===== src/source/common.sv =====
package common;
  // Opcodes, the top 6 bits of an instruction word.
  localparam logic [5:0] OP_RESET = 6'd0;
  localparam logic [5:0] OP_FETCH = 6'd1;
  localparam logic [5:0] OP_LHU   = 6'd2;  // rD = zeroext(I).
  localparam logic [5:0] OP_ADDU  = 6'd3;  // rD = rS + zeroext(I).
  localparam logic [5:0] OP_ADD3  = 6'd4;  // rD = rA + rB.
  localparam logic [5:0] OP_SW    = 6'd5;  // mem[rD] = rS.
  localparam logic [5:0] OP_OR3   = 6'd6;  // rD = rA | rB.
  localparam logic [5:0] OP_LH    = 6'd7;  // rD = signext(I).
  localparam logic [5:0] OP_BEQ   = 6'd8;  // if rA == rB then pc += signext(I).
  localparam logic [5:0] OP_LW    = 6'd9;  // rD = mem[rS].
  localparam logic [5:0] OP_SLL   = 6'd10; // rD = rS << I[4:0].
  localparam logic [5:0] OP_BNE   = 6'd11; // if rA != rB then pc += signext(I).

  // Bus sources.
  localparam logic [3:0] OUT_NONE             = 4'd0;
  localparam logic [3:0] OUT_REG              = 4'd1;
  localparam logic [3:0] OUT_TMP0             = 4'd2;
  localparam logic [3:0] OUT_TMP1             = 4'd3;
  localparam logic [3:0] OUT_MMU              = 4'd4;
  localparam logic [3:0] OUT_MLU              = 4'd5;
  localparam logic [3:0] OUT_SHIFTER          = 4'd6;
  localparam logic [3:0] OUT_CTRL_DATA        = 4'd8;
  localparam logic [3:0] OUT_OPWORD_IMMEDIATE = 4'd9;

  // Bus destinations, zero captures nothing.
  localparam logic [2:0] IN_REG    = 3'd1;
  localparam logic [2:0] IN_TMP0   = 3'd2;
  localparam logic [2:0] IN_TMP1   = 3'd3;
  localparam logic [2:0] IN_MMU    = 3'd4;
  localparam logic [2:0] IN_OPWORD = 3'd5;
  localparam logic [2:0] IN_OPCODE = 3'd6;

  localparam logic [1:0] REG_SEL_OPWORD0 = 2'd0; // Opword bits 25:21.
  localparam logic [1:0] REG_SEL_OPWORD1 = 2'd1; // Opword bits 20:16.
  localparam logic [1:0] REG_SEL_OPWORD2 = 2'd2; // Opword bits 15:11.
  localparam logic [1:0] REG_SEL_CONTROL = 2'd3; // ctrl_data bits 4:0.

  localparam logic MISC_RESET_MICROOP_COUNTER = 1'b1;
  localparam logic OPCODE_SEL_FROM_OPWORD     = 1'b0;
  localparam logic OPCODE_SEL_FROM_BUS        = 1'b1;

  localparam logic [1:0] COND_SEL_MLU_ZERO     = 2'd0;
  localparam logic [1:0] COND_SEL_MLU_CARRY    = 2'd1;
  localparam logic [1:0] COND_SEL_MLU_NEGATIVE = 2'd2;

  localparam logic [2:0] MLU_ADD = 3'd0;
  localparam logic [2:0] MLU_SUB = 3'd1; // Adds ~TMP1, carry-in completes the negate.
  localparam logic [2:0] MLU_OR  = 3'd2;

  localparam logic [1:0] SHIFTER_NONE      = 2'd0;
  localparam logic [1:0] SHIFTER_LEFT      = 2'd1;
  localparam logic [1:0] SHIFTER_SIGNEXT16 = 2'd2;

  localparam int REG_PC = 31; // r31 holds the program counter.

  // Control word layout; bit 24 and bits 31:28 stay zero.
  localparam int CW_CTRL_DATA_LSB  = 0;  // 8 bits.
  localparam int CW_REG_SEL_LSB    = 8;  // 2 bits.
  localparam int CW_OUT_LSB        = 10; // 4 bits.
  localparam int CW_IN_LSB         = 14; // 3 bits.
  localparam int CW_MISC_BIT       = 17;
  localparam int CW_MLU_OP_LSB     = 18; // 3 bits.
  localparam int CW_MLU_CARRY_BIT  = 21;
  localparam int CW_SHIFTER_LSB    = 22; // 2 bits.
  localparam int CW_OPCODE_SEL_BIT = 25;
  localparam int CW_COND_SEL_LSB   = 26; // 2 bits.
endpackage

===== src/source/datapath.sv =====
`timescale 1ns/1ns
module datapath #(
  parameter int MEM_ADDR_BITS = 8
) (
  input  logic                     clk,
  input  logic                     rst_n,
  input  logic                     run,
  input  logic                     stall,
  input  logic [31:0]              ctrl_word,
  input  logic [31:0]              mem_rdata,
  output logic [31:0]              bus,
  output logic [5:0]               opword_opcode,
  output logic                     mlu_zero,
  output logic                     mlu_carry,
  output logic                     mlu_negative,
  output logic                     mem_req,
  output logic                     mem_we,
  output logic [MEM_ADDR_BITS-1:0] mem_addr,
  output logic [31:0]              mem_wdata
);
  logic [31:0] regs [32];  // r31 is the PC.
  logic [31:0] tmp0;
  logic [31:0] tmp1;
  logic [31:0] opword;
  logic [4:0]  reg_idx;
  logic [31:0] mlu_b;
  logic [32:0] mlu_sum;
  logic [31:0] mlu_out;
  logic [31:0] shift_out;
  logic        wr_en;

  wire [7:0] ctrl_data  = ctrl_word[common::CW_CTRL_DATA_LSB +: 8];
  wire [1:0] reg_sel    = ctrl_word[common::CW_REG_SEL_LSB +: 2];
  wire [3:0] out_sel    = ctrl_word[common::CW_OUT_LSB +: 4];
  wire [2:0] in_sel     = ctrl_word[common::CW_IN_LSB +: 3];
  wire [2:0] mlu_op     = ctrl_word[common::CW_MLU_OP_LSB +: 3];
  wire       mlu_cin    = ctrl_word[common::CW_MLU_CARRY_BIT];
  wire [1:0] shifter_op = ctrl_word[common::CW_SHIFTER_LSB +: 2];

  always_comb begin
    case (reg_sel)
      common::REG_SEL_OPWORD0: reg_idx = opword[25:21];
      common::REG_SEL_OPWORD1: reg_idx = opword[20:16];
      common::REG_SEL_OPWORD2: reg_idx = opword[15:11];
      default:                 reg_idx = ctrl_data[4:0]; // Fixed index, e.g. the PC.
    endcase
  end

  // MLU, subtract is TMP0 + ~TMP1 + 1.
  assign mlu_b        = (mlu_op == common::MLU_SUB) ? ~tmp1 : tmp1;
  assign mlu_sum      = {1'b0, tmp0} + {1'b0, mlu_b} + {32'd0, mlu_cin};
  assign mlu_out      = (mlu_op == common::MLU_OR) ? (tmp0 | tmp1) : mlu_sum[31:0];
  assign mlu_carry    = mlu_sum[32];
  assign mlu_zero     = mlu_out == 32'd0;
  assign mlu_negative = mlu_out[31];

  always_comb begin
    case (shifter_op)
      common::SHIFTER_NONE:      shift_out = tmp0;
      common::SHIFTER_LEFT:      shift_out = tmp0 << tmp1[4:0];
      common::SHIFTER_SIGNEXT16: shift_out = {{16{tmp0[15]}}, tmp0[15:0]};
      default:                   shift_out = 32'd0;
    endcase
  end

  always_comb begin
    case (out_sel)
      common::OUT_REG:              bus = regs[reg_idx];
      common::OUT_TMP0:             bus = tmp0;
      common::OUT_TMP1:             bus = tmp1;
      common::OUT_MMU:              bus = mem_rdata;
      common::OUT_MLU:              bus = mlu_out;
      common::OUT_SHIFTER:          bus = shift_out;
      common::OUT_CTRL_DATA:        bus = {24'd0, ctrl_data};
      common::OUT_OPWORD_IMMEDIATE: bus = {16'd0, opword[15:0]}; // Zero-extended.
      default:                      bus = 32'd0; // OUT_NONE idles at zero.
    endcase
  end

  assign wr_en = run && !stall;

  always_ff @(posedge clk) begin
    if (wr_en && in_sel == common::IN_REG) begin
      regs[reg_idx] <= bus;
    end
  end

  always_ff @(posedge clk) begin
    if (!rst_n) begin
      tmp0   <= 32'd0;
      tmp1   <= 32'd0;
      opword <= 32'd0;
    end else if (wr_en) begin
      case (in_sel)
        common::IN_TMP0:   tmp0 <= bus;
        common::IN_TMP1:   tmp1 <= bus;
        common::IN_OPWORD: opword <= bus;
        default: ;
      endcase
    end
  end

  assign opword_opcode = opword[31:26];
  assign mem_req   = run && (out_sel == common::OUT_MMU || in_sel == common::IN_MMU);
  assign mem_we    = run && in_sel == common::IN_MMU;
  assign mem_addr  = tmp0[MEM_ADDR_BITS-1:0]; // Word address.
  assign mem_wdata = bus;
endmodule


===== config.mk =====
export PLATFORM = sky130hd
export DESIGN_NAME = datapath
export DESIGN_NICKNAME = d
export VERILOG_FILES = /design/src/source/common.sv /design/src/source/datapath.sv
export SDC_FILE = /design/constraint.sdc
export NUM_CORES = 2
export LEC_CHECK = 0
export ABC_AREA = 0
export BUFFER_PORTS_ARGS = -buffer_cell sky130_fd_sc_hd__buf_2
export CELL_PAD_IN_SITES_DETAIL_PLACEMENT = 1
export CELL_PAD_IN_SITES_GLOBAL_PLACEMENT = 1
export CORE_MARGIN = 10
export CORE_UTILIZATION = 25
export CTS_CLUSTER_DIAMETER = 80
export CTS_CLUSTER_SIZE = 20
export DETAILED_ROUTE_END_ITERATION = 10
export GPL_TIMING_DRIVEN = 0
export HOLD_SLACK_MARGIN = 0.05
export PLACE_DENSITY_LB_ADDON = 0.15
export SKIP_CTS_REPAIR_TIMING = 1
export SLEW_MARGIN = 20
export SYNTH_ARGS = -nofsm -noshare
export SYNTH_HDL_FRONTEND = slang
export SYNTH_SLANG_ARGS = --single-unit
export TNS_END_PERCENT = 50

===== constraint.sdc =====
create_clock -name clk -period 7.9 [get_ports clk]
set_clock_uncertainty 0.2 [all_clocks]
set_input_delay 0.79 -clock clk [delete_from_list [all_inputs] [get_ports clk]]
set_output_delay 0.79 -clock clk [all_outputs]
set_load 0.05 [all_outputs]

Word level (Yosys, flattened, before mapping)
Memory sizes are Yosys's and may differ from the RTL's.
Index checks and enable logic that the tools add are counted.
Operators by class
  $add $sub $neg: 2
  equality and inequality tests: 19
  shift-type cells: 1
  mux-type cells: 7
  bitwise operators: 2
  reductions and logical operators: 12
Operators by type and width (number)
  $pmux 32 s8: 1
  $pmux 32 s3: 1
  $mux 32: 2
  $add 32x32->33: 1
  $add 33x1->33: 1
  $logic_not 32->1: 1
  $not 32->32: 1
  $or 32x32->32: 1
  $shl 32x5->32: 1
  $pmux 5 s3: 1
  $eq 4x3->1 const B: 3
  $eq 3x2->1 const B: 3
  $eq 4x2->1 const B: 2
  $eq 4x4->1 const B: 2
  $eq 3x1->1 const B: 2
  $eq 3x3->1 const B: 2
  $reduce_and 2->1: 3
  $eq 2x1->1 const B: 2
  $eq 2x2->1 const B: 2
  $eq 4x1->1 const B: 1
  $logic_and 1x1->1: 4
  $logic_not 2->1: 2
  $mux 1: 2
  $logic_not 1->1: 1
  $logic_or 1x1->1: 1
Word-level totals
  register bits after elaboration: 96
  memory bits (writable): 1024
  input bits: 68
  output and inout port bits: 83
  logic and storage cells: 47
  memories kept: 1
Memory list
  regs: words 32, width 32, rd ports 1, clocked after Yosys merged registers in 0, wr ports 1, line datapath.sv:21  | logic [31:0] regs [32];

Longest topological paths before layout
  depth in word-level cells: 6
  mapped depth: 18
  mapped depth without buffers: 15

Worst setup path before layout
No wires, ideal clock.
  kind: in2out
  from: in ctrl_word[20]
  to: out mem_wdata[31]
  arrival: 6548 ps
  required time: 6910 ps
  setup slack: 362 ps
  stages on the path: 15
  path buffers: 4
  cells stage by stage: nor3b_1 > clkbuf_1 > buf_1 > xor2_1 > ha_1 > clkbuf_1 > and4_1 > and2_1 > a21oi_1 > a21boi_0 > o2111ai_1 > a21oi_1 > xor2_1 > o31ai_1 > buf_4
Between the ends
  cells in the longest elaborated chain, start to end: 6
  elaborated cells between the ends (all ways): 7
Ends and longest elaborated chain
  start, declared: line datapath.sv:9  | input logic [31:0] ctrl_word,
  $eq 3x1->1: line datapath.sv:50  | assign mlu_b = (mlu_op == common::MLU_SUB) ? ~tmp1 : tmp1;
  $mux 32: line datapath.sv:50
  $add 32x32->33: line datapath.sv:51  | assign mlu_sum = {1'b0, tmp0} + {1'b0, mlu_b} + {32'd0, mlu_cin};
  $add 33x1->33: line datapath.sv:51
  $mux 32 (*): line datapath.sv:52  | assign mlu_out = (mlu_op == common::MLU_OR) ? (tmp0 | tmp1) : mlu_sum[31:0];
  $pmux 32 s8 (*): line datapath.sv:67  | case (out_sel)
  end, declared: line datapath.sv:19  | output logic [31:0] mem_wdata
Mark *: on every way between the ends. The rest lies on a longest branch, timed or not.

Worst setup path in the final report
  from: in ctrl_word[9]
  to: out mem_wdata[14]
Between the ends
  cells in the longest elaborated chain, start to end: 4
  elaborated cells between the ends (all ways): 6
Ends and longest elaborated chain
  $eq 2x2->1 (tied with other cells): line datapath.sv:41  | case (reg_sel)
  $pmux 5 s3 (*): line datapath.sv:41
  $mem_v2 32x32 (*)
  $pmux 32 s8 (*): line datapath.sv:67
Marked as above.

==> results.json <==
{
  "final_cells": 6525,
  "critPathKind": "in -> out",
  "r2r_start": "opword[15]",
  "drv_cap": 0,
  "synthesis.area_mm2": 0.0489,
  "crit_required_ns": 6.91,
  "drcViolationCount": 0,
  "layout_commonest_cell": "edfxtp_1",
  "rsz0062_at_grt": "true",
  "antenna_found_initial": 22,
  "cts_tree": "built",
  "dpl.cell_count": 6395,
  "synthAdderAreaFrac": 0.00874,
  "start_util": 0.251,
  "clkTransAtPathRegs_ns": 0.09,
  "final_cell_mix": "edfxtp_1, nand2_1, a21oi_1, mux4_2, buf_2",
  "final_util": 0.300,
  "grt_usage": 0.216,
  "core_mm2": 0.195,
  "min_period_ns": 8.09,
  "io_buffers": 139,
  "violations": "setup timing",
  "synth-simple-area-share": 0.0913,
  "via_per_inst": 5.33,
  "dp_slack_ns": -0.726,
  "setup_ws_ns": -0.186,
  "pin_count": 151,
  "ys_seq_elements": 1120,
  "synth.distinct_cells": 76,
  "drtAntennaViolNets": 0,
  "synth-compound-area-share": 0.0923,
  "critPathLaunchType": "primary input",
  "root_buffer": "clkbuf_16",
  "p_leak_nw": 19.6,
  "syn_nets": 3607,
  "first_iter_violations": 4350,
  "relSlewSlack": 0.196,
  "routed_wl_um": 241000,
  "syn_to_final_growth_pct": 19.4,
  "fillers": 20800,
  "endpoint_kind": "output port",
  "grt_max_degree": 38,
  "min_from": "rst_n",
  "synth_top_flop_cell": "edfxtp_1",
  "startpoint": "ctrl_word[9]",
  "synth_top_family_by_area": "multiplexers",
  "vias": 34800,
  "syn_inst": 3506,
  "fmax_mhz": 124,
  "power_density_mw_per_mm2": 203,
  "outcome": "finished with violations",
  "synth_edf_count": 1024,
  "regArea_mm2": 0.0327,
  "clock_sinks": 1120,
  "seq_area_frac_synth": 0.668,
  "clk_latency_ns": 0.73,
  "drt_pre_antenna_iters": 8,
  "wl_per_cell_um": 36.9,
  "die_y_um": 462,
  "final-hold-violation-count": 0,
  "clk_path_buf_depth": 3,
  "worst_pin_slew_ns": 1.20,
  "fin_crit_sh": 1.02,
  "htree_levels": 3,
  "multi_input_area_mm2": 0.0152,
  "grt_pass1_vias": 34300,
  "drive_above_1_share": 0.210,
  "setup-violations-final": 2,
  "gp_congestion": 0.914,
  "synth_mux_area_frac": 0.0990,
  "nets": 3955,
  "fp-row-count": 162,
  "numCtsBuffers": 75,
  "synth-xor-area-share": 0.0107,
  "cp_max_fo": 30,
  "ir_drop_v": 0.000182,
  "place_hpwl_um": 176000,
  "postPlaceCellArea_mm2": 0.0560,
  "die_area_mm2": 0.214,
  "avgSynthCellArea_um2": 14.0,
  "synth_warnings": 0,
  "final-max-slew-violation-count": 0,
  "grt.overflow.total": 0,
  "fin_tns_setup_ns": -0.307,
  "die_x_um": 462,
  "grt_pass1_wl_um": 321000,
  "arrival_ns": 7.10,
  "holdCritPathClass": "in -> reg",
  "finish.instance_area_mm2": 0.0585,
  "synthArstFlopShare": 0
}
[worst max-delay path, cell delays in order]
cell and delay, ns:
buf_2 0.22, buf_4 0.27, mux2i_1 0.15, mux2i_2 0.79
nor2_1 0.46, nand2_1 0.78, buf_1 0.87, o22ai_1 0.27
a2111oi_1 0.98, o21ai_1 0.48, nand2_2 0.36, buf_12 0.23
buf_4 0.13, buf_2 0.25
[flip-flops by register name (all words and copies together), names as in the netlist]
name    cells
tmp1       32
opword     32
tmp0       32
regs     1024
[Yosys cell counts, drive strengths merged (60+ instances only)]
cell type | number | area (µm²)
a21oi | 203 | 1020
a31oi | 109 | 682
and3 | 60 | 375
buf | 134 | 826
clkbuf | 138 | 518
dfxtp | 96 | 1920
edfxtp | 1024 | 30700
mux4 | 191 | 4300
nand2 | 555 | 2080
nand3 | 126 | 631
nor2 | 132 | 495
o21ai | 175 | 876
[final cells by class]
class / count / area share
inverter: 39 / 0.00263
buffer: 269 / 0.0233
tap: 2624 / 0.0562
timing repair inverter: 2 / 0.000171
antenna: 6 / 0.000257
sequential: 1120 / 0.559
clock inverter: 33 / 0.00546
clock buffer: 85 / 0.0346
timing repair buffer: 272 / 0.0583
multi-input combinational: 2075 / 0.260
[through the flow]
| stage | hold slack, ns | power (mW) |
|---|---|---|
| global placement | 0.334 | 7.80 |
| finish | 0.269 | 11.9 |
| global route | 0.311 | 12.2 |
| detailed placement | 0.335 | 7.84 |
| CTS | 0.213 | 11.9 |
| floorplan | 0.277 | 7.23 |
[worst paths after layout]
| check | to | slack (ns) | cells after the start |
|---|---|---|---|
| worst min-delay path | opword[4] | 0.27 | 3 |
| worst min register to register | opword[18] | 0.36 | 2 |
| worst max register to register | regs[7][28] | 1.63 | 12 |
| worst max-delay path | mem_wdata[14] | -0.19 | 14 |
[power breakdown]
| part | internal, mW | switching (mW) | total (mW) |
|---|---|---|---|
| sequential | 6.48 | 0.0330 | 6.51 |
| clock | 1.89 | 2.25 | 4.14 |
| combinational | 0.321 | 0.894 | 1.21 |
| total | 8.69 | 3.18 | 11.9 |
[cell families after synthesis]
logic type	count (synthesis)
muxes	244
and+or+nand+nor	1010
xor gates and xnor gates	60
buffers and inverters	311
DFF	1120
AOI/OAI and AO/OA	728
adders and majority gates	33
[routing by layer]
metal,part of all wire,wire length [µm],track usage
met5,0.00017,41,0
met4,0.038,9040,0.0752
met3,0.061,14700,0.0258
met2,0.46,110000,0.343
met1,0.45,107000,0.305
Note: power is estimated with default switching activity, not from simulation.
