==> src/source/common.sv <==
package common;
  // Opcodes, the top 6 bits of an instruction word.
  localparam logic [5:0] OP_RESET = 6'd0;
  localparam logic [5:0] OP_FETCH = 6'd1;
  localparam logic [5:0] OP_LHU   = 6'd2;  // rD = zeroext(I).
  localparam logic [5:0] OP_ADDU  = 6'd3;  // rD = rS + zeroext(I).
  localparam logic [5:0] OP_ADD3  = 6'd4;  // rD = rA + rB.
  localparam logic [5:0] OP_SW    = 6'd5;  // mem[rD] = rS.
  localparam logic [5:0] OP_OR3   = 6'd6;  // rD = rA | rB.
  localparam logic [5:0] OP_LH    = 6'd7;  // rD = signext(I).
  localparam logic [5:0] OP_BEQ   = 6'd8;  // if rA == rB then pc += signext(I).
  localparam logic [5:0] OP_LW    = 6'd9;  // rD = mem[rS].
  localparam logic [5:0] OP_SLL   = 6'd10; // rD = rS << I[4:0].
  localparam logic [5:0] OP_BNE   = 6'd11; // if rA != rB then pc += signext(I).

  // Bus sources.
  localparam logic [3:0] OUT_NONE             = 4'd0;
  localparam logic [3:0] OUT_REG              = 4'd1;
  localparam logic [3:0] OUT_TMP0             = 4'd2;
  localparam logic [3:0] OUT_TMP1             = 4'd3;
  localparam logic [3:0] OUT_MMU              = 4'd4;
  localparam logic [3:0] OUT_MLU              = 4'd5;
  localparam logic [3:0] OUT_SHIFTER          = 4'd6;
  localparam logic [3:0] OUT_CTRL_DATA        = 4'd8;
  localparam logic [3:0] OUT_OPWORD_IMMEDIATE = 4'd9;

  // Bus destinations, zero captures nothing.
  localparam logic [2:0] IN_REG    = 3'd1;
  localparam logic [2:0] IN_TMP0   = 3'd2;
  localparam logic [2:0] IN_TMP1   = 3'd3;
  localparam logic [2:0] IN_MMU    = 3'd4;
  localparam logic [2:0] IN_OPWORD = 3'd5;
  localparam logic [2:0] IN_OPCODE = 3'd6;

  localparam logic [1:0] REG_SEL_OPWORD0 = 2'd0; // Opword bits 25:21.
  localparam logic [1:0] REG_SEL_OPWORD1 = 2'd1; // Opword bits 20:16.
  localparam logic [1:0] REG_SEL_OPWORD2 = 2'd2; // Opword bits 15:11.
  localparam logic [1:0] REG_SEL_CONTROL = 2'd3; // ctrl_data bits 4:0.

  localparam logic MISC_RESET_MICROOP_COUNTER = 1'b1;
  localparam logic OPCODE_SEL_FROM_OPWORD     = 1'b0;
  localparam logic OPCODE_SEL_FROM_BUS        = 1'b1;

  localparam logic [1:0] COND_SEL_MLU_ZERO     = 2'd0;
  localparam logic [1:0] COND_SEL_MLU_CARRY    = 2'd1;
  localparam logic [1:0] COND_SEL_MLU_NEGATIVE = 2'd2;

  localparam logic [2:0] MLU_ADD = 3'd0;
  localparam logic [2:0] MLU_SUB = 3'd1; // Adds ~TMP1, carry-in completes the negate.
  localparam logic [2:0] MLU_OR  = 3'd2;

  localparam logic [1:0] SHIFTER_NONE      = 2'd0;
  localparam logic [1:0] SHIFTER_LEFT      = 2'd1;
  localparam logic [1:0] SHIFTER_SIGNEXT16 = 2'd2;

  localparam int REG_PC = 31; // r31 holds the program counter.

  // Control word layout; bit 24 and bits 31:28 stay zero.
  localparam int CW_CTRL_DATA_LSB  = 0;  // 8 bits.
  localparam int CW_REG_SEL_LSB    = 8;  // 2 bits.
  localparam int CW_OUT_LSB        = 10; // 4 bits.
  localparam int CW_IN_LSB         = 14; // 3 bits.
  localparam int CW_MISC_BIT       = 17;
  localparam int CW_MLU_OP_LSB     = 18; // 3 bits.
  localparam int CW_MLU_CARRY_BIT  = 21;
  localparam int CW_SHIFTER_LSB    = 22; // 2 bits.
  localparam int CW_OPCODE_SEL_BIT = 25;
  localparam int CW_COND_SEL_LSB   = 26; // 2 bits.
endpackage
==> src/source/control_logic.sv <==
`timescale 1ns/1ns
module control_logic (
  input  logic        clk,
  input  logic        rst_n,
  input  logic        run,
  input  logic        stall,
  input  logic [31:0] ctrl_word,
  input  logic [31:0] bus,
  input  logic [5:0]  opword_opcode,
  input  logic        mlu_zero,
  input  logic        mlu_carry,
  input  logic        mlu_negative,
  output logic [11:0] ucode_addr,
  output logic        fetch_strobe,
  output logic [5:0]  cur_opcode
);
  logic [5:0] opcode_q;    // Opcode register.
  logic [4:0] count_q;     // Micro-op counter.
  logic       cond_q;      // Latched condition bit.
  logic       cond_next;
  logic       load_opcode;
  logic       from_bus;
  logic       count_clear;

  assign load_opcode = ctrl_word[common::CW_IN_LSB +: 3] == common::IN_OPCODE;
  assign from_bus    = ctrl_word[common::CW_OPCODE_SEL_BIT] == common::OPCODE_SEL_FROM_BUS;
  assign count_clear = ctrl_word[common::CW_MISC_BIT] == common::MISC_RESET_MICROOP_COUNTER;

  always_comb begin
    case (ctrl_word[common::CW_COND_SEL_LSB +: 2])
      common::COND_SEL_MLU_ZERO:     cond_next = mlu_zero;
      common::COND_SEL_MLU_CARRY:    cond_next = mlu_carry;
      common::COND_SEL_MLU_NEGATIVE: cond_next = mlu_negative;
      default:                       cond_next = 1'b0; // No interrupt source.
    endcase
  end

  always_ff @(posedge clk) begin
    if (!rst_n || !run) begin // Idle at reset step 0.
      opcode_q <= common::OP_RESET;
      count_q  <= 5'd0;
      cond_q   <= 1'b0;
    end else if (!stall) begin // Stalled micro-op repeats.
      cond_q  <= cond_next;
      count_q <= count_clear ? 5'd0 : count_q + 5'd1;
      if (load_opcode) begin
        opcode_q <= from_bus ? bus[5:0] : opword_opcode;
      end
    end
  end

  assign ucode_addr   = {cond_q, opcode_q, count_q}; // Layout shared with microcode.
  assign cur_opcode   = opcode_q;
  // Decode step of fetch, one pulse per instruction.
  assign fetch_strobe = run && !stall && load_opcode && !from_bus;
endmodule

==> config.mk <==
export PLATFORM = sky130hd
export DESIGN_NAME = control_logic
export DESIGN_NICKNAME = d
export VERILOG_FILES = /design/src/source/common.sv /design/src/source/control_logic.sv
export SDC_FILE = /design/constraint.sdc
export NUM_CORES = 1
export LEC_CHECK = 0
export BUFFER_PORTS_ARGS = -buffer_cell sky130_fd_sc_hd__buf_2
export CORE_MARGIN = 5
export CORE_UTILIZATION = 30
export CTS_BUF_LIST = sky130_fd_sc_hd__clkbuf_2 sky130_fd_sc_hd__clkbuf_4 sky130_fd_sc_hd__clkbuf_8
export DETAILED_ROUTE_END_ITERATION = 6
export GPL_TIMING_DRIVEN = 0
export PLACE_DENSITY = 0.81
export SYNTH_ARGS = -nofsm -noshare
export SYNTH_HDL_FRONTEND = slang
export SYNTH_SLANG_ARGS = --single-unit
==> constraint.sdc <==
create_clock -name clk -period 1.2 [get_ports clk]
set_input_delay 0.24 -clock clk [delete_from_list [all_inputs] [get_ports clk]]
set_output_delay 0.24 -clock clk [all_outputs]
set_load 0.02 [all_outputs]
Yosys cells after proc, flatten, opt, wreduce, memory -nomap -nowiden
Cells that the tools add are included.
{"block": "op_classes", "n_addsub": 1, "eq_ne": 3, "n_mux": 3, "bitwise": 1, "n_reduce_logical": 10}
{"op": "$mux W6", "n": 1}
{"op": "$add A5 B1 Y5 const B", "n": 1}
{"op": "$mux W5", "n": 1}
{"op": "$logic_not A1 Y1", "n": 4}
{"op": "$eq A3 B3 Y1 const B", "n": 1}
{"op": "$logic_and A1 B1 Y1", "n": 3}
{"op": "$pmux W1 S3", "n": 1}
{"op": "$eq A2 B1 Y1 const B", "n": 1}
{"op": "$eq A2 B2 Y1 const B", "n": 1}
{"op": "$logic_not A2 Y1", "n": 1}
{"op": "$reduce_and A2 Y1", "n": 1}
{"op": "$logic_or A1 B1 Y1", "n": 1}
{"op": "$not A1 Y1", "n": 1}
{"block": "word_totals", "register_bits": 12, "input_bits": 77, "output_inout_bits": 19, "wordCells": 21}

Depth between registers and ports, before layout
Gate-level depths: netlist of the first run.
{"block": "depth", "depth_word": 4, "ltp_mapped": 4, "mapped_depth_nobuf": 4}

Least setup slack after synthesis of the first run
No wires, ideal clock.
{"block": "synth_timing", "path_kind": "in2out", "from": "in ctrl_word[14]", "to": "out fetch_strobe", "arrival_time_ps": 993, "required_time_ps": 960, "setup_slack_ps": -33, "stages": 3, "cell_sequence": "and4bb_4 > buf_12 > and3b_1"}
{"block": "synth_between", "elab_chain_cells": 3}
{"element": "start, declared", "line": "control_logic.sv:7", "source": "input logic [31:0] ctrl_word,"}
{"element": "$eq A3 B3 Y1", "line": "control_logic.sv:25", "source": "assign load_opcode = ctrl_word[common::CW_IN_LSB +: 3] == common::IN_OPCODE;"}
{"element": "$logic_and A1 B1 Y1 (2 in a row)", "line": "control_logic.sv:55", "source": "assign fetch_strobe = run && !stall && load_opcode && !from_bus;"}
{"element": "end, declared", "line": "control_logic.sv:14", "source": "output logic fetch_strobe,"}
Every way passes these cells.

Worst setup path after layout of the first run
Same ends and word-level chain as after synthesis.

==> results of run 1 <==
==> how the worst max path moves through the flow <==
stage / depth (start not counted) / end / from / slack, ps
6_report: 4 / fetch_strobe / ctrl_word[14] / -6
5_1_grt: 4 / fetch_strobe / ctrl_word[14] / -30
4_1_cts: 5 / fetch_strobe / stall / -120
3_5_place_dp: 5 / fetch_strobe / stall / -260
3_3_place_gp: 5 / fetch_strobe / stall / -260
2_1_floorplan: 3 / fetch_strobe / ctrl_word[14] / 0.4
==> worst max-delay path, cell delays in order <==
cell      delay, ps
buf_6            90
and4bb_4        340
and3b_2         190
buf_6           110
==> through the flow <==
step,worst slack [ps],area (sq um),std cells,util (%),hold WS (ps)
final,-6.06,986,141,45.9,262
after global routing,-26.7,986,141,45.9,256
after CTS,-121,991,141,46.1,249
after detailed placement,-265,911,134,42.4,504
after global placement,-260,911,134,42.4,492
after floorplan,0.367,661,63,-,385
==> sequential cells by signal, summed over array words and instances, names as in the netlist <==
register and flops:
cond_q 1, count_q 5, cur_opcode 6
==> metal layers <==
| layer | GRT usage, % | vias to the layer above | part of all wire [%] |
|---|---|---|---|
| li1 | - | 311 | - |
| met1 | 10.5 | 268 | 38 |
| met2 | 18.3 | 34 | 47 |
| met3 | 4.37 | 0 | 15 |
| met4 | 2.98 | 0 | 0 |
| met5 | 0 | - | 0 |
==> cells in the mapped netlist, drive strengths merged, types with 2 or more instances <==
master / instances
mux2i: 8
xor2: 3
nor2: 11
dfxtp: 12
buf: 8
a211oi: 6
nand4b: 2
==> repair_timing <==
item	in CTS	in global routing
endpoints found under the setup margin	1	1
pin swaps	2	2
buffers inserted	3	1
gates resized for setup	6	3
gates cloned	0	0
==> power breakdown <==
part	internal (mW)	total [mW]	switching [mW]
sequential	0.404	0.409	0.00489
combinational	0.0786	0.145	0.0662
clock	0.184	0.316	0.132
total	0.667	0.869	0.203
==> cell families after synthesis <==
family	Yosys count	share of synthesized area, %
XOR/XNOR	4	5.31
flip-flops	12	36.4
AND/OR/NAND/NOR	19	17.5
multiplexers	8	12.1
AO/OA/AOI/OAI	9	14.6
adder cells (fa/ha/maj)	1	1.90
buffers and inverters	10	12.1
==> layout make-up <==
| type | count | area (sq um) | share of cell area [%] |
|---|---|---|---|
| buffer | 8 | 57.6 | 5.84 |
| clock buffer | 4 | 36.3 | 3.68 |
| inverter | 1 | 3.75 | 0.381 |
| multi-input combinational | 41 | 340 | 34.5 |
| sequential | 12 | 240 | 24.4 |
| tap | 28 | 35.0 | 3.55 |
| timing repair buffer | 47 | 273 | 27.7 |
==> impl_metrics.csv, run 1 <==
group,metric,value,unit
die,boundaryPins,96,
layout,final_common_cell,"buf_2",
logic_synthesis,syn_area_per_cell,10.5,sq um
die,start_util,30.7,%
setup_path,critPathRequiredTime,960,ps
clock_network,clock-sinks,12,
clock_network,clock_latency,260,ps
logic_synthesis,synthCells,63,
setup_path,reg2reg_to,"count_q[2]",
clock_network,htreeDepth,1,
timing,min_period,1210,ps
die,core_area,2150,sq um
power,p_per_area,882,nW/um^2
min_path,min_path_cells,3,
timing,final-setup-viol-count,1,
route,vias,613,
global_routing,grt_overflow,0,
route,first_iter_violations,9,
min_path,hp-class,"primary input to flop",
timing,drv_slew,0,
placement,port_buffers,43,
logic_synthesis,ys_warn_count,0,
layout,drive_gt1_share,62.8,%
clock_network,root_buffer,"clkbuf_4",
clock_network,hold_buffers,0,
placement,hpwl,1.31,mm
timing,fin_ws,-6.06,ps
setup_path,end_kind,"output port",
min_path,min_from,"mlu_carry",
logic_synthesis,synth_edf_count,0,
power,p_leak,0.512,nW
placement,place_congestion,0.792,
logic_synthesis,yosys.area.top_type,"dfxtp_1",
global_routing,grt_pass1_wl,2.62,mm
logic_synthesis,ys_ff_latch,12,
die,die_h,56.9,um
setup_path,r2r_cells,4,
min_path,hold_end,"cond_q",
run_status,status,"complete, but fails checks",
route,postRouteAntennaNets,0,
die,fp.dieW,56.9,um
timing,fin_skew,0.152,ps
layout,diodes,0,
die,die-area,3240,sq um
layout,layout.nets,192,
clock_network,cts.clk_slew.worst_paths,80,ps
timing,final_hold_viol_count,0,
clock_network,cts_tree,"yes",
setup_path,cp_max_fo,3,
timing,grt_setup_unrepaired,"true",
logic_synthesis,ys.flop_type,"dfxtp_1",
global_routing,grt_pass1_vias,640,
clock_network,cts_buffers,3,
logic_synthesis,netlist_top_cells_area,"dfxtp_1 36%, mux2i_1 12%, a211oi_2 11%, buf_4 8.0%, nor2_1 4.6%",
setup_path,crit_type,"primary input to output port",
run,cap_viol_max_count,0,
setup_path,r2r_start,"count_q[0]",
logic_synthesis,syn_area,659,sq um
setup_path,reg2reg_slack,170,ps
layout,fillerInstances,212,
setup_path,startpoint_type,"primary input",
layout,syn_to_final_growth,49.5,%
layout,final_cell_mix,"40 x buf_2, 12 x dfxtp_1, 11 x buf_4",
timing,finalSetupTns,-6.06,ps
power,power,0.869,mW
setup_path,cp.arrival,970,ps
timing,fin_crit_sh,101,%
clock_network,clockBufferDepth,2,
global_routing,grt_usage,10.1,%
timing,worst_pin_slew,368,ps
logic_synthesis,synthDistinctLibCells,22,
logic_synthesis,syn_nets,141,
logic_synthesis,yosysSeqAreaShare,36.4,%
timing,fmax,829,MHz
route,drc_errors,0,
route,viasPerCell,4.35,
route,drt-total-wl,1.62,mm
route,drtPass1Iterations,2,
route,wl_per_cell,11.5,um
global_routing,grt_max_degree,10,
power,ir_worst_vdd,0.000562,V
logic_synthesis,synth_top_area_share,36.4,%
global_routing,grt_antenna_before_repair,0,
die,rows,17,
logic_synthesis,async_flop_share,0,%
run_status,violations,"negative setup slack",
timing,maxSlewHeadroom,75.4,%
Power figures use the tool's default switching activity.
==> inputs of run 2 (changes only) <==
CORE_UTILIZATION = 24   (was 30)
PLACE_DENSITY = 0.67   (was 0.81)
==> impl_metrics.csv, run 2 (same netlist as run 1, synthesis figures left out) <==
group,metric,value,unit
run_status,status,"complete, but fails checks",
run_status,violations,"negative setup slack",
layout,fin_cells,143,
clock_network,hold_buffers,0,
global_routing,grt_overflow,0,
die,boundaryPins,96,
route,wl_per_cell,11.3,um
timing,final_hold_viol_count,0,
route,vias,629,
layout,layout.nets,191,
layout,largest_reg_flops,6,
route,first_iter_violations,27,
layout,drive_gt1_share,66.1,%
power,p_leak,0.509,nW
setup_path,cp.arrival,970,ps
placement,post-place-cells,137,
global_routing,grt_busiest_layer,"met2",
timing,grt_setup_unrepaired,"true",
setup_path,cp_max_fo,3,
die,die_h,62.4,um
route,viasPerCell,4.40,
timing,min_period,1210,ps
clock_network,root_buffer,"clkbuf_4",
clock_network,htreeDepth,1,
global_routing,use_met1,7.88,%
layout,diodes,0,
global_routing,grt_antenna_before_repair,0,
layout,fillerInstances,288,
clock_network,clock_latency,280,ps
run,cap_viol_max_count,0,
setup_path,end_kind,"output port",
clock_network,cts_buffers,3,
timing,maxSlewHeadroom,74.3,%
clock_network,cts_tree,"yes",
global_routing,grt_max_degree,10,
timing,fmax,828,MHz
placement,port_buffers,43,
placement,place_congestion,0.678,
route,drtPass1Iterations,2,
die,die-area,3900,sq um
route,postRouteAntennaNets,0,
timing,fin_skew,1.45,ps
timing,worst_pin_slew,385,ps
placement,hpwl,1.30,mm
global_routing,grt_use_met2,15.3,%
timing,fin_ws,-7.41,ps
power,p_per_area,894,nW/um^2
timing,drv_slew,0,
global_routing,grt_pass1_wl,2.82,mm
global_routing,grt_pass1_vias,666,
route,drt-total-wl,1.62,mm
min_path,hp-class,"primary input to flop",
layout,final_cell_mix,"40 x buf_2, 10 x buf_4, 8 x nor2_1, 8 x mux2i_1, 8 x dfxtp_1",
layout,syn_to_final_growth,49.7,%
global_routing,globalRouteMet3Util,5.94,%
clock_network,cts.clk_slew.worst_paths,80,ps
timing,finalSetupTns,-7.41,ps
setup_path,startpoint_type,"primary input",
layout,post-route-util,36.7,%
route,drc_errors,0,
clock_network,clockBufferDepth,2,
power,ir_worst_vdd,0.000437,V
die,fp.dieW,62.4,um
global_routing,grt_usage,8.96,%
die,rows,19,
layout,final_common_cell,"buf_2",
die,core_area,2690,sq um
timing,fin_crit_sh,101,%
setup_path,critPathRequiredTime,960,ps
die,start_util,24.5,%
timing,final-setup-viol-count,1,
setup_path,crit_type,"primary input to output port",
clock_network,clock-sinks,12,
-- run 2: stage by stage --
| step | worst slack, ps | hold WS, ps | instance area, sq um | total power, mW |
|---|---|---|---|---|
| after floorplan | 0.367 | 385 | 661 | 0.494 |
| after global placement | -276 | 491 | 915 | 0.551 |
| after detailed placement | -276 | 509 | 915 | 0.555 |
| after CTS | -129 | 229 | 995 | 0.904 |
| after global routing | -25.6 | 236 | 987 | 0.946 |
| final | -7.41 | 236 | 987 | 0.882 |
-- run 2: final cells by class --
class / count / area, sq um / share of cell area, %
tap: 31 / 38.8 / 3.93
sequential: 12 / 245 / 24.8
buffer: 8 / 57.6 / 5.83
inverter: 1 / 3.75 / 0.380
timing repair buffer: 46 / 265 / 26.9
clock buffer: 4 / 36.3 / 3.68
multi-input combinational: 41 / 340 / 34.5
-- run 2: worst paths after layout --
check        cells past startpoint  slack, ps          start      endpoint
max                              4         -7  ctrl_word[14]  fetch_strobe
min                              3        240      mlu_carry        cond_q
max reg2reg                      4        180     count_q[0]    count_q[2]
min reg2reg                      2        520     count_q[4]    count_q[4]
-- run 2: critical path, cell delays in order --
cell and delay (ps):
buf_6 80, and4bb_4 340, and3b_2 190, buf_6 110
-- run 2: repair_timing --
item                                    4_1_cts  5_1_grt
buffers inserted                              3        0
resized for setup                             6        7
endpoints found under the setup margin        1        5
pin swaps                                     2        2
-- run 2: where the power goes --
group	total [mW]	internal [mW]	switching, mW
clock	0.330	0.185	0.146
sequential	0.409	0.404	0.00485
combinational	0.143	0.0776	0.0654
total	0.882	0.666	0.216
-- run 2: routing by layer --
layer | part of all wire, % | up-vias
met4 | 1.5 | 0
met1 | 37 | 280
met3 | 16 | 4
met2 | 45 | 36
met5 | 0 | -
li1 | - | 309
