[src/source/common.sv]
package common;
  // Opcodes, the top 6 bits of an instruction word.
  localparam logic [5:0] OP_RESET = 6'd0;
  localparam logic [5:0] OP_FETCH = 6'd1;
  localparam logic [5:0] OP_LHU   = 6'd2;  // rD = zeroext(I).
  localparam logic [5:0] OP_ADDU  = 6'd3;  // rD = rS + zeroext(I).
  localparam logic [5:0] OP_ADD3  = 6'd4;  // rD = rA + rB.
  localparam logic [5:0] OP_SW    = 6'd5;  // mem[rD] = rS.
  localparam logic [5:0] OP_OR3   = 6'd6;  // rD = rA | rB.
  localparam logic [5:0] OP_LH    = 6'd7;  // rD = signext(I).
  localparam logic [5:0] OP_BEQ   = 6'd8;  // if rA == rB then pc += signext(I).
  localparam logic [5:0] OP_LW    = 6'd9;  // rD = mem[rS].
  localparam logic [5:0] OP_SLL   = 6'd10; // rD = rS << I[4:0].
  localparam logic [5:0] OP_BNE   = 6'd11; // if rA != rB then pc += signext(I).

  // Bus sources.
  localparam logic [3:0] OUT_NONE             = 4'd0;
  localparam logic [3:0] OUT_REG              = 4'd1;
  localparam logic [3:0] OUT_TMP0             = 4'd2;
  localparam logic [3:0] OUT_TMP1             = 4'd3;
  localparam logic [3:0] OUT_MMU              = 4'd4;
  localparam logic [3:0] OUT_MLU              = 4'd5;
  localparam logic [3:0] OUT_SHIFTER          = 4'd6;
  localparam logic [3:0] OUT_CTRL_DATA        = 4'd8;
  localparam logic [3:0] OUT_OPWORD_IMMEDIATE = 4'd9;

  // Bus destinations, zero captures nothing.
  localparam logic [2:0] IN_REG    = 3'd1;
  localparam logic [2:0] IN_TMP0   = 3'd2;
  localparam logic [2:0] IN_TMP1   = 3'd3;
  localparam logic [2:0] IN_MMU    = 3'd4;
  localparam logic [2:0] IN_OPWORD = 3'd5;
  localparam logic [2:0] IN_OPCODE = 3'd6;

  localparam logic [1:0] REG_SEL_OPWORD0 = 2'd0; // Opword bits 25:21.
  localparam logic [1:0] REG_SEL_OPWORD1 = 2'd1; // Opword bits 20:16.
  localparam logic [1:0] REG_SEL_OPWORD2 = 2'd2; // Opword bits 15:11.
  localparam logic [1:0] REG_SEL_CONTROL = 2'd3; // ctrl_data bits 4:0.

  localparam logic MISC_RESET_MICROOP_COUNTER = 1'b1;
  localparam logic OPCODE_SEL_FROM_OPWORD     = 1'b0;
  localparam logic OPCODE_SEL_FROM_BUS        = 1'b1;

  localparam logic [1:0] COND_SEL_MLU_ZERO     = 2'd0;
  localparam logic [1:0] COND_SEL_MLU_CARRY    = 2'd1;
  localparam logic [1:0] COND_SEL_MLU_NEGATIVE = 2'd2;

  localparam logic [2:0] MLU_ADD = 3'd0;
  localparam logic [2:0] MLU_SUB = 3'd1; // Adds ~TMP1, carry-in completes the negate.
  localparam logic [2:0] MLU_OR  = 3'd2;

  localparam logic [1:0] SHIFTER_NONE      = 2'd0;
  localparam logic [1:0] SHIFTER_LEFT      = 2'd1;
  localparam logic [1:0] SHIFTER_SIGNEXT16 = 2'd2;

  localparam int REG_PC = 31; // r31 holds the program counter.

  // Control word layout; bit 24 and bits 31:28 stay zero.
  localparam int CW_CTRL_DATA_LSB  = 0;  // 8 bits.
  localparam int CW_REG_SEL_LSB    = 8;  // 2 bits.
  localparam int CW_OUT_LSB        = 10; // 4 bits.
  localparam int CW_IN_LSB         = 14; // 3 bits.
  localparam int CW_MISC_BIT       = 17;
  localparam int CW_MLU_OP_LSB     = 18; // 3 bits.
  localparam int CW_MLU_CARRY_BIT  = 21;
  localparam int CW_SHIFTER_LSB    = 22; // 2 bits.
  localparam int CW_OPCODE_SEL_BIT = 25;
  localparam int CW_COND_SEL_LSB   = 26; // 2 bits.
endpackage
[src/source/microcode.sv]
`timescale 1ns/1ns
module microcode (
  input  logic [11:0] addr,
  output logic [31:0] ctrl_word
);
  logic       cond_var;
  logic [5:0] opcode;
  logic [4:0] count;
  logic [7:0] ctrl_data;
  logic [1:0] reg_sel;
  logic [3:0] out_sel;
  logic [2:0] in_sel;
  logic       misc;
  logic [2:0] mlu_op;
  logic       mlu_cin;
  logic [1:0] shifter_op;
  logic       opcode_sel;
  logic [1:0] cond_sel;
  logic       go_fetch;
  logic       take_branch;

  // Address layout must match control_logic.
  assign cond_var = addr[11];
  assign opcode   = addr[10:5];
  assign count    = addr[4:0];

  // BEQ jumps on a zero difference, BNE on a nonzero one.
  assign take_branch = (opcode == common::OP_BEQ) ? cond_var : !cond_var;

  always_comb begin
    ctrl_data  = 8'd0;
    reg_sel    = common::REG_SEL_OPWORD0;
    out_sel    = common::OUT_NONE;
    in_sel     = 3'd0; // Nothing captures the bus.
    misc       = 1'b0;
    mlu_op     = common::MLU_ADD;
    mlu_cin    = 1'b0;
    shifter_op = common::SHIFTER_NONE;
    opcode_sel = common::OPCODE_SEL_FROM_OPWORD;
    cond_sel   = common::COND_SEL_MLU_ZERO;
    go_fetch   = 1'b0;
    case (opcode)
      common::OP_RESET: begin
        case (count)
          5'd0: begin // Clear the PC, the bus idles at zero.
            ctrl_data = 8'(common::REG_PC);
            reg_sel   = common::REG_SEL_CONTROL;
            in_sel    = common::IN_REG;
          end
          5'd1: go_fetch = 1'b1;
          default: ;
        endcase
      end
      common::OP_FETCH: begin
        case (count)
          5'd0: begin // PC into TMP0 to address memory.
            ctrl_data = 8'(common::REG_PC);
            reg_sel   = common::REG_SEL_CONTROL;
            out_sel   = common::OUT_REG;
            in_sel    = common::IN_TMP0;
          end
          5'd1: begin // Instruction word into opword.
            out_sel = common::OUT_MMU;
            in_sel  = common::IN_OPWORD;
          end
          5'd2: begin // Constant 1 into TMP1.
            ctrl_data = 8'd1;
            out_sel   = common::OUT_CTRL_DATA;
            in_sel    = common::IN_TMP1;
          end
          5'd3: begin // PC = PC + 1.
            ctrl_data = 8'(common::REG_PC);
            reg_sel   = common::REG_SEL_CONTROL;
            out_sel   = common::OUT_MLU;
            in_sel    = common::IN_REG;
          end
          5'd4: begin // Decode, opcode comes from the opword.
            in_sel = common::IN_OPCODE;
            misc   = common::MISC_RESET_MICROOP_COUNTER;
          end
          default: ;
        endcase
      end
      common::OP_LHU: begin
        case (count)
          5'd0: begin
            out_sel = common::OUT_OPWORD_IMMEDIATE;
            in_sel  = common::IN_REG;
          end
          default: go_fetch = 1'b1;
        endcase
      end
      common::OP_LH: begin
        case (count)
          5'd0: begin // Immediate into TMP0.
            out_sel = common::OUT_OPWORD_IMMEDIATE;
            in_sel  = common::IN_TMP0;
          end
          5'd1: begin // Sign-extend into rD.
            out_sel    = common::OUT_SHIFTER;
            shifter_op = common::SHIFTER_SIGNEXT16;
            in_sel     = common::IN_REG;
          end
          default: go_fetch = 1'b1;
        endcase
      end
      common::OP_SW, common::OP_LW: begin
        case (count)
          5'd0: begin // Address register into TMP0.
            reg_sel = (opcode == common::OP_SW) ? common::REG_SEL_OPWORD0
                                                : common::REG_SEL_OPWORD1;
            out_sel = common::OUT_REG;
            in_sel  = common::IN_TMP0;
          end
          5'd1: begin
            if (opcode == common::OP_SW) begin // rS to memory.
              reg_sel = common::REG_SEL_OPWORD1;
              out_sel = common::OUT_REG;
              in_sel  = common::IN_MMU;
            end else begin // Memory to rD.
              out_sel = common::OUT_MMU;
              in_sel  = common::IN_REG;
            end
          end
          default: go_fetch = 1'b1;
        endcase
      end
      common::OP_ADDU, common::OP_SLL, common::OP_ADD3, common::OP_OR3: begin
        case (count)
          5'd0: begin // rS or rA into TMP0.
            reg_sel = common::REG_SEL_OPWORD1;
            out_sel = common::OUT_REG;
            in_sel  = common::IN_TMP0;
          end
          5'd1: begin // Second operand into TMP1.
            reg_sel = common::REG_SEL_OPWORD2;
            out_sel = (opcode == common::OP_ADD3 || opcode == common::OP_OR3)
                      ? common::OUT_REG : common::OUT_OPWORD_IMMEDIATE;
            in_sel  = common::IN_TMP1;
          end
          5'd2: begin // Result into rD.
            in_sel     = common::IN_REG;
            out_sel    = (opcode == common::OP_SLL) ? common::OUT_SHIFTER : common::OUT_MLU;
            shifter_op = common::SHIFTER_LEFT;
            mlu_op     = (opcode == common::OP_OR3) ? common::MLU_OR : common::MLU_ADD;
          end
          default: go_fetch = 1'b1;
        endcase
      end
      common::OP_BEQ, common::OP_BNE: begin
        case (count)
          5'd0: begin // rA into TMP0.
            out_sel = common::OUT_REG;
            in_sel  = common::IN_TMP0;
          end
          5'd1: begin // rB into TMP1.
            reg_sel = common::REG_SEL_OPWORD1;
            out_sel = common::OUT_REG;
            in_sel  = common::IN_TMP1;
          end
          5'd2: begin // Subtract, zero flag latched for the next step.
            mlu_op   = common::MLU_SUB;
            mlu_cin  = 1'b1;
            cond_sel = common::COND_SEL_MLU_ZERO;
          end
          5'd3: begin
            if (take_branch) begin // Offset into TMP0.
              out_sel = common::OUT_OPWORD_IMMEDIATE;
              in_sel  = common::IN_TMP0;
            end else begin
              go_fetch = 1'b1;
            end
          end
          5'd4: in_sel = common::IN_TMP1; // Clear TMP1 from the idle bus.
          5'd5: begin // Sign-extended offset into TMP1.
            out_sel    = common::OUT_SHIFTER;
            shifter_op = common::SHIFTER_SIGNEXT16;
            in_sel     = common::IN_TMP1;
          end
          5'd6, 5'd7: begin // PC into TMP0, then PC = PC + offset.
            ctrl_data = 8'(common::REG_PC);
            reg_sel   = common::REG_SEL_CONTROL;
            out_sel   = (count == 5'd6) ? common::OUT_REG : common::OUT_MLU;
            in_sel    = (count == 5'd6) ? common::IN_TMP0 : common::IN_REG;
          end
          default: go_fetch = 1'b1;
        endcase
      end
      default: go_fetch = 1'b1; // Unknown opcodes skip to the next fetch.
    endcase
    if (go_fetch) begin // Load OP_FETCH from the bus and restart the count.
      ctrl_data  = 8'(common::OP_FETCH);
      out_sel    = common::OUT_CTRL_DATA;
      in_sel     = common::IN_OPCODE;
      misc       = common::MISC_RESET_MICROOP_COUNTER;
      opcode_sel = common::OPCODE_SEL_FROM_BUS;
    end
  end

  always_comb begin
    ctrl_word = '0;
    ctrl_word[common::CW_CTRL_DATA_LSB +: 8] = ctrl_data;
    ctrl_word[common::CW_REG_SEL_LSB +: 2]   = reg_sel;
    ctrl_word[common::CW_OUT_LSB +: 4]       = out_sel;
    ctrl_word[common::CW_IN_LSB +: 3]        = in_sel;
    ctrl_word[common::CW_MISC_BIT]           = misc;
    ctrl_word[common::CW_MLU_OP_LSB +: 3]    = mlu_op;
    ctrl_word[common::CW_MLU_CARRY_BIT]      = mlu_cin;
    ctrl_word[common::CW_SHIFTER_LSB +: 2]   = shifter_op;
    ctrl_word[common::CW_OPCODE_SEL_BIT]     = opcode_sel;
    ctrl_word[common::CW_COND_SEL_LSB +: 2]  = cond_sel;
  end
endmodule

[config.mk]
export PLATFORM = sky130hd
export DESIGN_NAME = microcode
export DESIGN_NICKNAME = d
export VERILOG_FILES = /design/src/source/common.sv /design/src/source/microcode.sv
export SDC_FILE = /design/constraint.sdc
export NUM_CORES = 1
export LEC_CHECK = 0
export ABC_AREA = 1
export BUFFER_PORTS_ARGS = -buffer_cell sky130_fd_sc_hd__buf_4
export CAP_MARGIN = 20
export CORE_UTILIZATION = 50
export DETAILED_ROUTE_END_ITERATION = 10
export GPL_TIMING_DRIVEN = 0
export MAX_ROUTING_LAYER = met4
export PLACE_DENSITY_LB_ADDON = 0.3
export RECOVER_POWER = 25
export SLEW_MARGIN = 20
export SYNTH_ARGS = -nofsm -noshare
export SYNTH_HDL_FRONTEND = slang
export SYNTH_SLANG_ARGS = --single-unit
[constraint.sdc]
create_clock -name vclk -period 1.5
set_input_delay 0.15 -clock vclk [all_inputs]
set_output_delay 0.15 -clock vclk [all_outputs]
set_load 0.02 [all_outputs]
==> results.json, run 1 <==
{
  "num_rows": 15,
  "synth_cells": 172,
  "ys_top_cells_by_area": "nand3_1 15%, buf_4 14%, nand2_1 13%, nor2_1 8.7%, inv_1 8.3%",
  "synth_top_area_share": 0.149,
  "worstEndpointType": "output port",
  "dp_hpwl_microns": 2110,
  "grt_repair_worst_endpoint": "ctrl_word[16]",
  "syn_area_sq_um": 908,
  "error": "[ERROR DPL-0038] Utilization greater than 100%, impossible to legalize",
  "ys_warn_count": 0,
  "ys_seq_area_frac": 0,
  "die_w_microns": 44.6,
  "die_h_microns": 44.6,
  "place_area_sq_um": 1220,
  "ys_types": 24,
  "io_buffer_count": 33,
  "place_congestion": 0.942,
  "post_synth.cell_area_avg_sq_um": 5.28,
  "synth_commonest_cells": "31 x nand2_1, 27 x nand3_1, 21 x nor2_1, 20 x inv_1, 17 x buf_4",
  "yosysMostFrequentCell": "nand2_1",
  "start_util": 0.532,
  "post-place-ws_ns": -0.167,
  "synth_area_leader_cell": "nand3_1",
  "stop_stage": "5_1_grt",
  "grt_max_degree": 11,
  "ios": 44,
  "status": "aborted with a tool error"
}
metrics by stage:
| stage | hold slack [ns] | cells | util |
|---|---|---|---|
| after floorplan | 0.477 | 182 | - |
| after global placement | 0.701 | 240 | 0.717 |
| after detailed placement | 0.702 | 240 | 0.717 |
| after CTS | 0.728 | 255 | 0.880 |
logic make-up after synthesis:
kind of cell,after synthesis,share of synthesized area
AND/OR/NAND/NOR,103,0.577
buffers and inverters,46,0.260
AO/OA/AOI/OAI,22,0.158
other,1,0.00413
timing repair:
| action | 4_1_cts |
|---|---|
| endpoints found under the setup margin | 11 |
| pin swaps | 11 |
| setup buffers | 14 |
| resized for setup | 40 |
| hold endpoints to repair | 0 |
| hold buffers | 0 |
| gates cloned | 1 |
==> run 2, diff against run 1 <==
--- a/config.mk
+++ b/config.mk
@@ -8,11 +8,11 @@
 export ABC_AREA = 1
 export BUFFER_PORTS_ARGS = -buffer_cell sky130_fd_sc_hd__buf_4
 export CAP_MARGIN = 20
-export CORE_UTILIZATION = 50
+export CORE_AREA = 2 2 63 65
 export DETAILED_ROUTE_END_ITERATION = 10
+export DIE_AREA = 0 0 65 67
 export GPL_TIMING_DRIVEN = 0
-export MAX_ROUTING_LAYER = met4
-export PLACE_DENSITY_LB_ADDON = 0.3
+export PLACE_DENSITY_LB_ADDON = 0.15
 export RECOVER_POWER = 25
 export SLEW_MARGIN = 20
 export SYNTH_ARGS = -nofsm -noshare
==> run 2 against run 1 <==
Compared with the run above: the flow now finishes, with violations (setup timing); area after synthesis unchanged; synthesized cell count did not move.
==> results.json, run 2 <==
{
  "startpoint": "addr[10]",
  "final_common_cell": "buf_4",
  "netSwitchingFraction": 0.581,
  "min_path_type": "in2out",
  "wl_per_cell_microns": 11.4,
  "vias": 1251,
  "post-place-ws_ns": -0.181,
  "final-setup-viol-count": 7,
  "grt_pass1_wl_microns": 5110,
  "diodes": 0,
  "ir_drop_v": 0.0000647,
  "route.detailed.drc": 0,
  "grt_overflow": 0,
  "failed_checks": "setup timing",
  "final_nets": 247,
  "synth_commonest_cells": "31 x nand2_1, 27 x nand3_1, 21 x nor2_1, 20 x inv_1, 17 x buf_4",
  "crit_type": "in2out",
  "place_congestion": 0.850,
  "cp_cell_sequence": "buf_4, nor2_4, buf_4, nand3_2, nand3_2, buf_4, nand2_1, nand2_1, nor2_1, nand2_1, buf_6",
  "cap_viol_max_count": 0,
  "vias_per_cell": 4.45,
  "syn_area_sq_um": 908,
  "power.leakage_nw": 0.821,
  "critical_path_buf_inv_count": 4,
  "start_util": 0.252,
  "p_sw_w": 0.000186,
  "die-area_sq_um": 4360,
  "track_usage": 0.143,
  "synthToLayoutAreaGrowth_pct": 75.2,
  "finish.utilization": 0.441,
  "antenna_found_initial": 0,
  "powerDensity_nw_per_um2": 201,
  "pwr-share-comb": 1.000,
  "status": "complete, but fails checks",
  "grt_pass1_vias": 1118,
  "ys_types": 24,
  "grt_max_degree": 11,
  "fin_crit_sh": 1.04,
  "synth_cells": 172,
  "p_int_w": 0.000134,
  "min_from": "addr[5]",
  "required_ns": 1.35,
  "die_h_microns": 67,
  "holdBufCountCts": 0,
  "num_rows": 22,
  "ios": 44,
  "yosysMostFrequentCell": "nand2_1",
  "crit_path_top_delay_cell": "nor2_4",
  "synth_top_area_share": 0.149,
  "seq_cells": 0,
  "power_w": 0.000320,
  "register_area_sq_um": 0,
  "cp_max_fo": 5,
  "core_area_sq_um": 3610,
  "final_cell_mix": "54 x buf_4, 21 x nand2_1, 18 x nand3_1",
  "report.final.slew_viol_count": 0,
  "drtIter0Drc": 42,
  "clkbuf_count": 0,
  "io_buffer_count": 33,
  "cp.arrival_ns": 1.40,
  "ys_top_cells_by_area": "nand3_1 15%, buf_4 14%, nand2_1 13%, nor2_1 8.7%, inv_1 8.3%",
  "layout_setup_ws_ns": -0.0527,
  "fmax_ghz": 0.644,
  "synth_area_leader_cell": "nand3_1",
  "drtPass1Iterations": 4,
  "wl_microns": 3210,
  "clkPwrFrac": 0,
  "slowest_delay_ns": 0.17,
  "ys_seq_area_frac": 0,
  "layout-drive-gt1-share": 0.601,
  "ys_warn_count": 0,
  "fin_crit_ns": 1.55,
  "rsz0062_at_grt": "true",
  "seq_power_share": 0,
  "path_delay_family": "simple AND/OR/NAND/NOR gates",
  "end_kind": "output pin",
  "post_synth.cell_area_avg_sq_um": 5.28,
  "cp-start-kind": "input pin",
  "final_hold_viol_count": 0,
  "die_w_microns": 65,
  "ant_nets": 0,
  "dp_hpwl_microns": 2280
}
-- run 2: cell type report --
class,instances,area (sq um)
Fill cell,383,2010
Buffer,15,113
Inverter,29,114
Multi-Input combinational cell,137,866
Tap cell,48,60.1
Timing Repair Buffer,52,439
-- run 2: what timing repair did --
| action | in CTS | in global routing |
|---|---|---|
| pin swaps | 13 | 16 |
| resized for setup | 28 | 34 |
| setup buffers | 13 | 6 |
| endpoints found under the setup margin | 13 | 15 |
| cloned | 1 | 0 |
-- run 2: metrics by stage --
stage	TNS [ns]	cell area, sq um	hold WS, ns	cells
final	-0.205	1590	0.742	281
after global routing	-1.19	1590	0.762	281
after CTS	-0.147	1440	0.722	275
after detailed placement	-1.13	1250	0.711	263
after global placement	-1.45	1250	0.709	263
after floorplan	0	946	0.477	182
-- run 2: metal layers --
layer	track usage	part of all wire	routed length [microns]	vias to the layer above
met1	0.194	0.45	1440	576
met3	0.00507	0.029	94	2
met5	0	0	0	-
met2	0.264	0.51	1650	26
li1	-	-	-	647
met4	0	0.0069	22	0
-- run 2: final timing paths --
check / cells past startpoint / slack [ns] / end
worst min-delay path: 5 / 0.74 / ctrl_word[19]
worst max-delay path: 11 / -0.05 / ctrl_word[10]
-- run 2: tightest hold or removal path: stages --
cell	delay (ns)
buf_4	0.12
nor2_2	0.07
nand3_1	0.06
nor2_1	0.04
buf_4	0.14
-- run 2: power by group through the flow --
stage	registers, W	clock network, W	logic, W
floorplan	0	0	0.000168
global placement	0	0	0.000250
detailed placement	0	0	0.000249
CTS	0	0	0.000291
global route	0	0	0.000347
finish	0	0	0.000320
-- run 2: logic make-up (layout without fill, tap and decap cells) --
group / Yosys count / after routing / share of synthesized area
other cells: 1 / 11 / 0.00413
buf+inv: 46 / 96 / 0.260
simple gates: 103 / 104 / 0.577
compound gates: 22 / 22 / 0.158
Note: power is estimated with default switching activity, not from simulation.
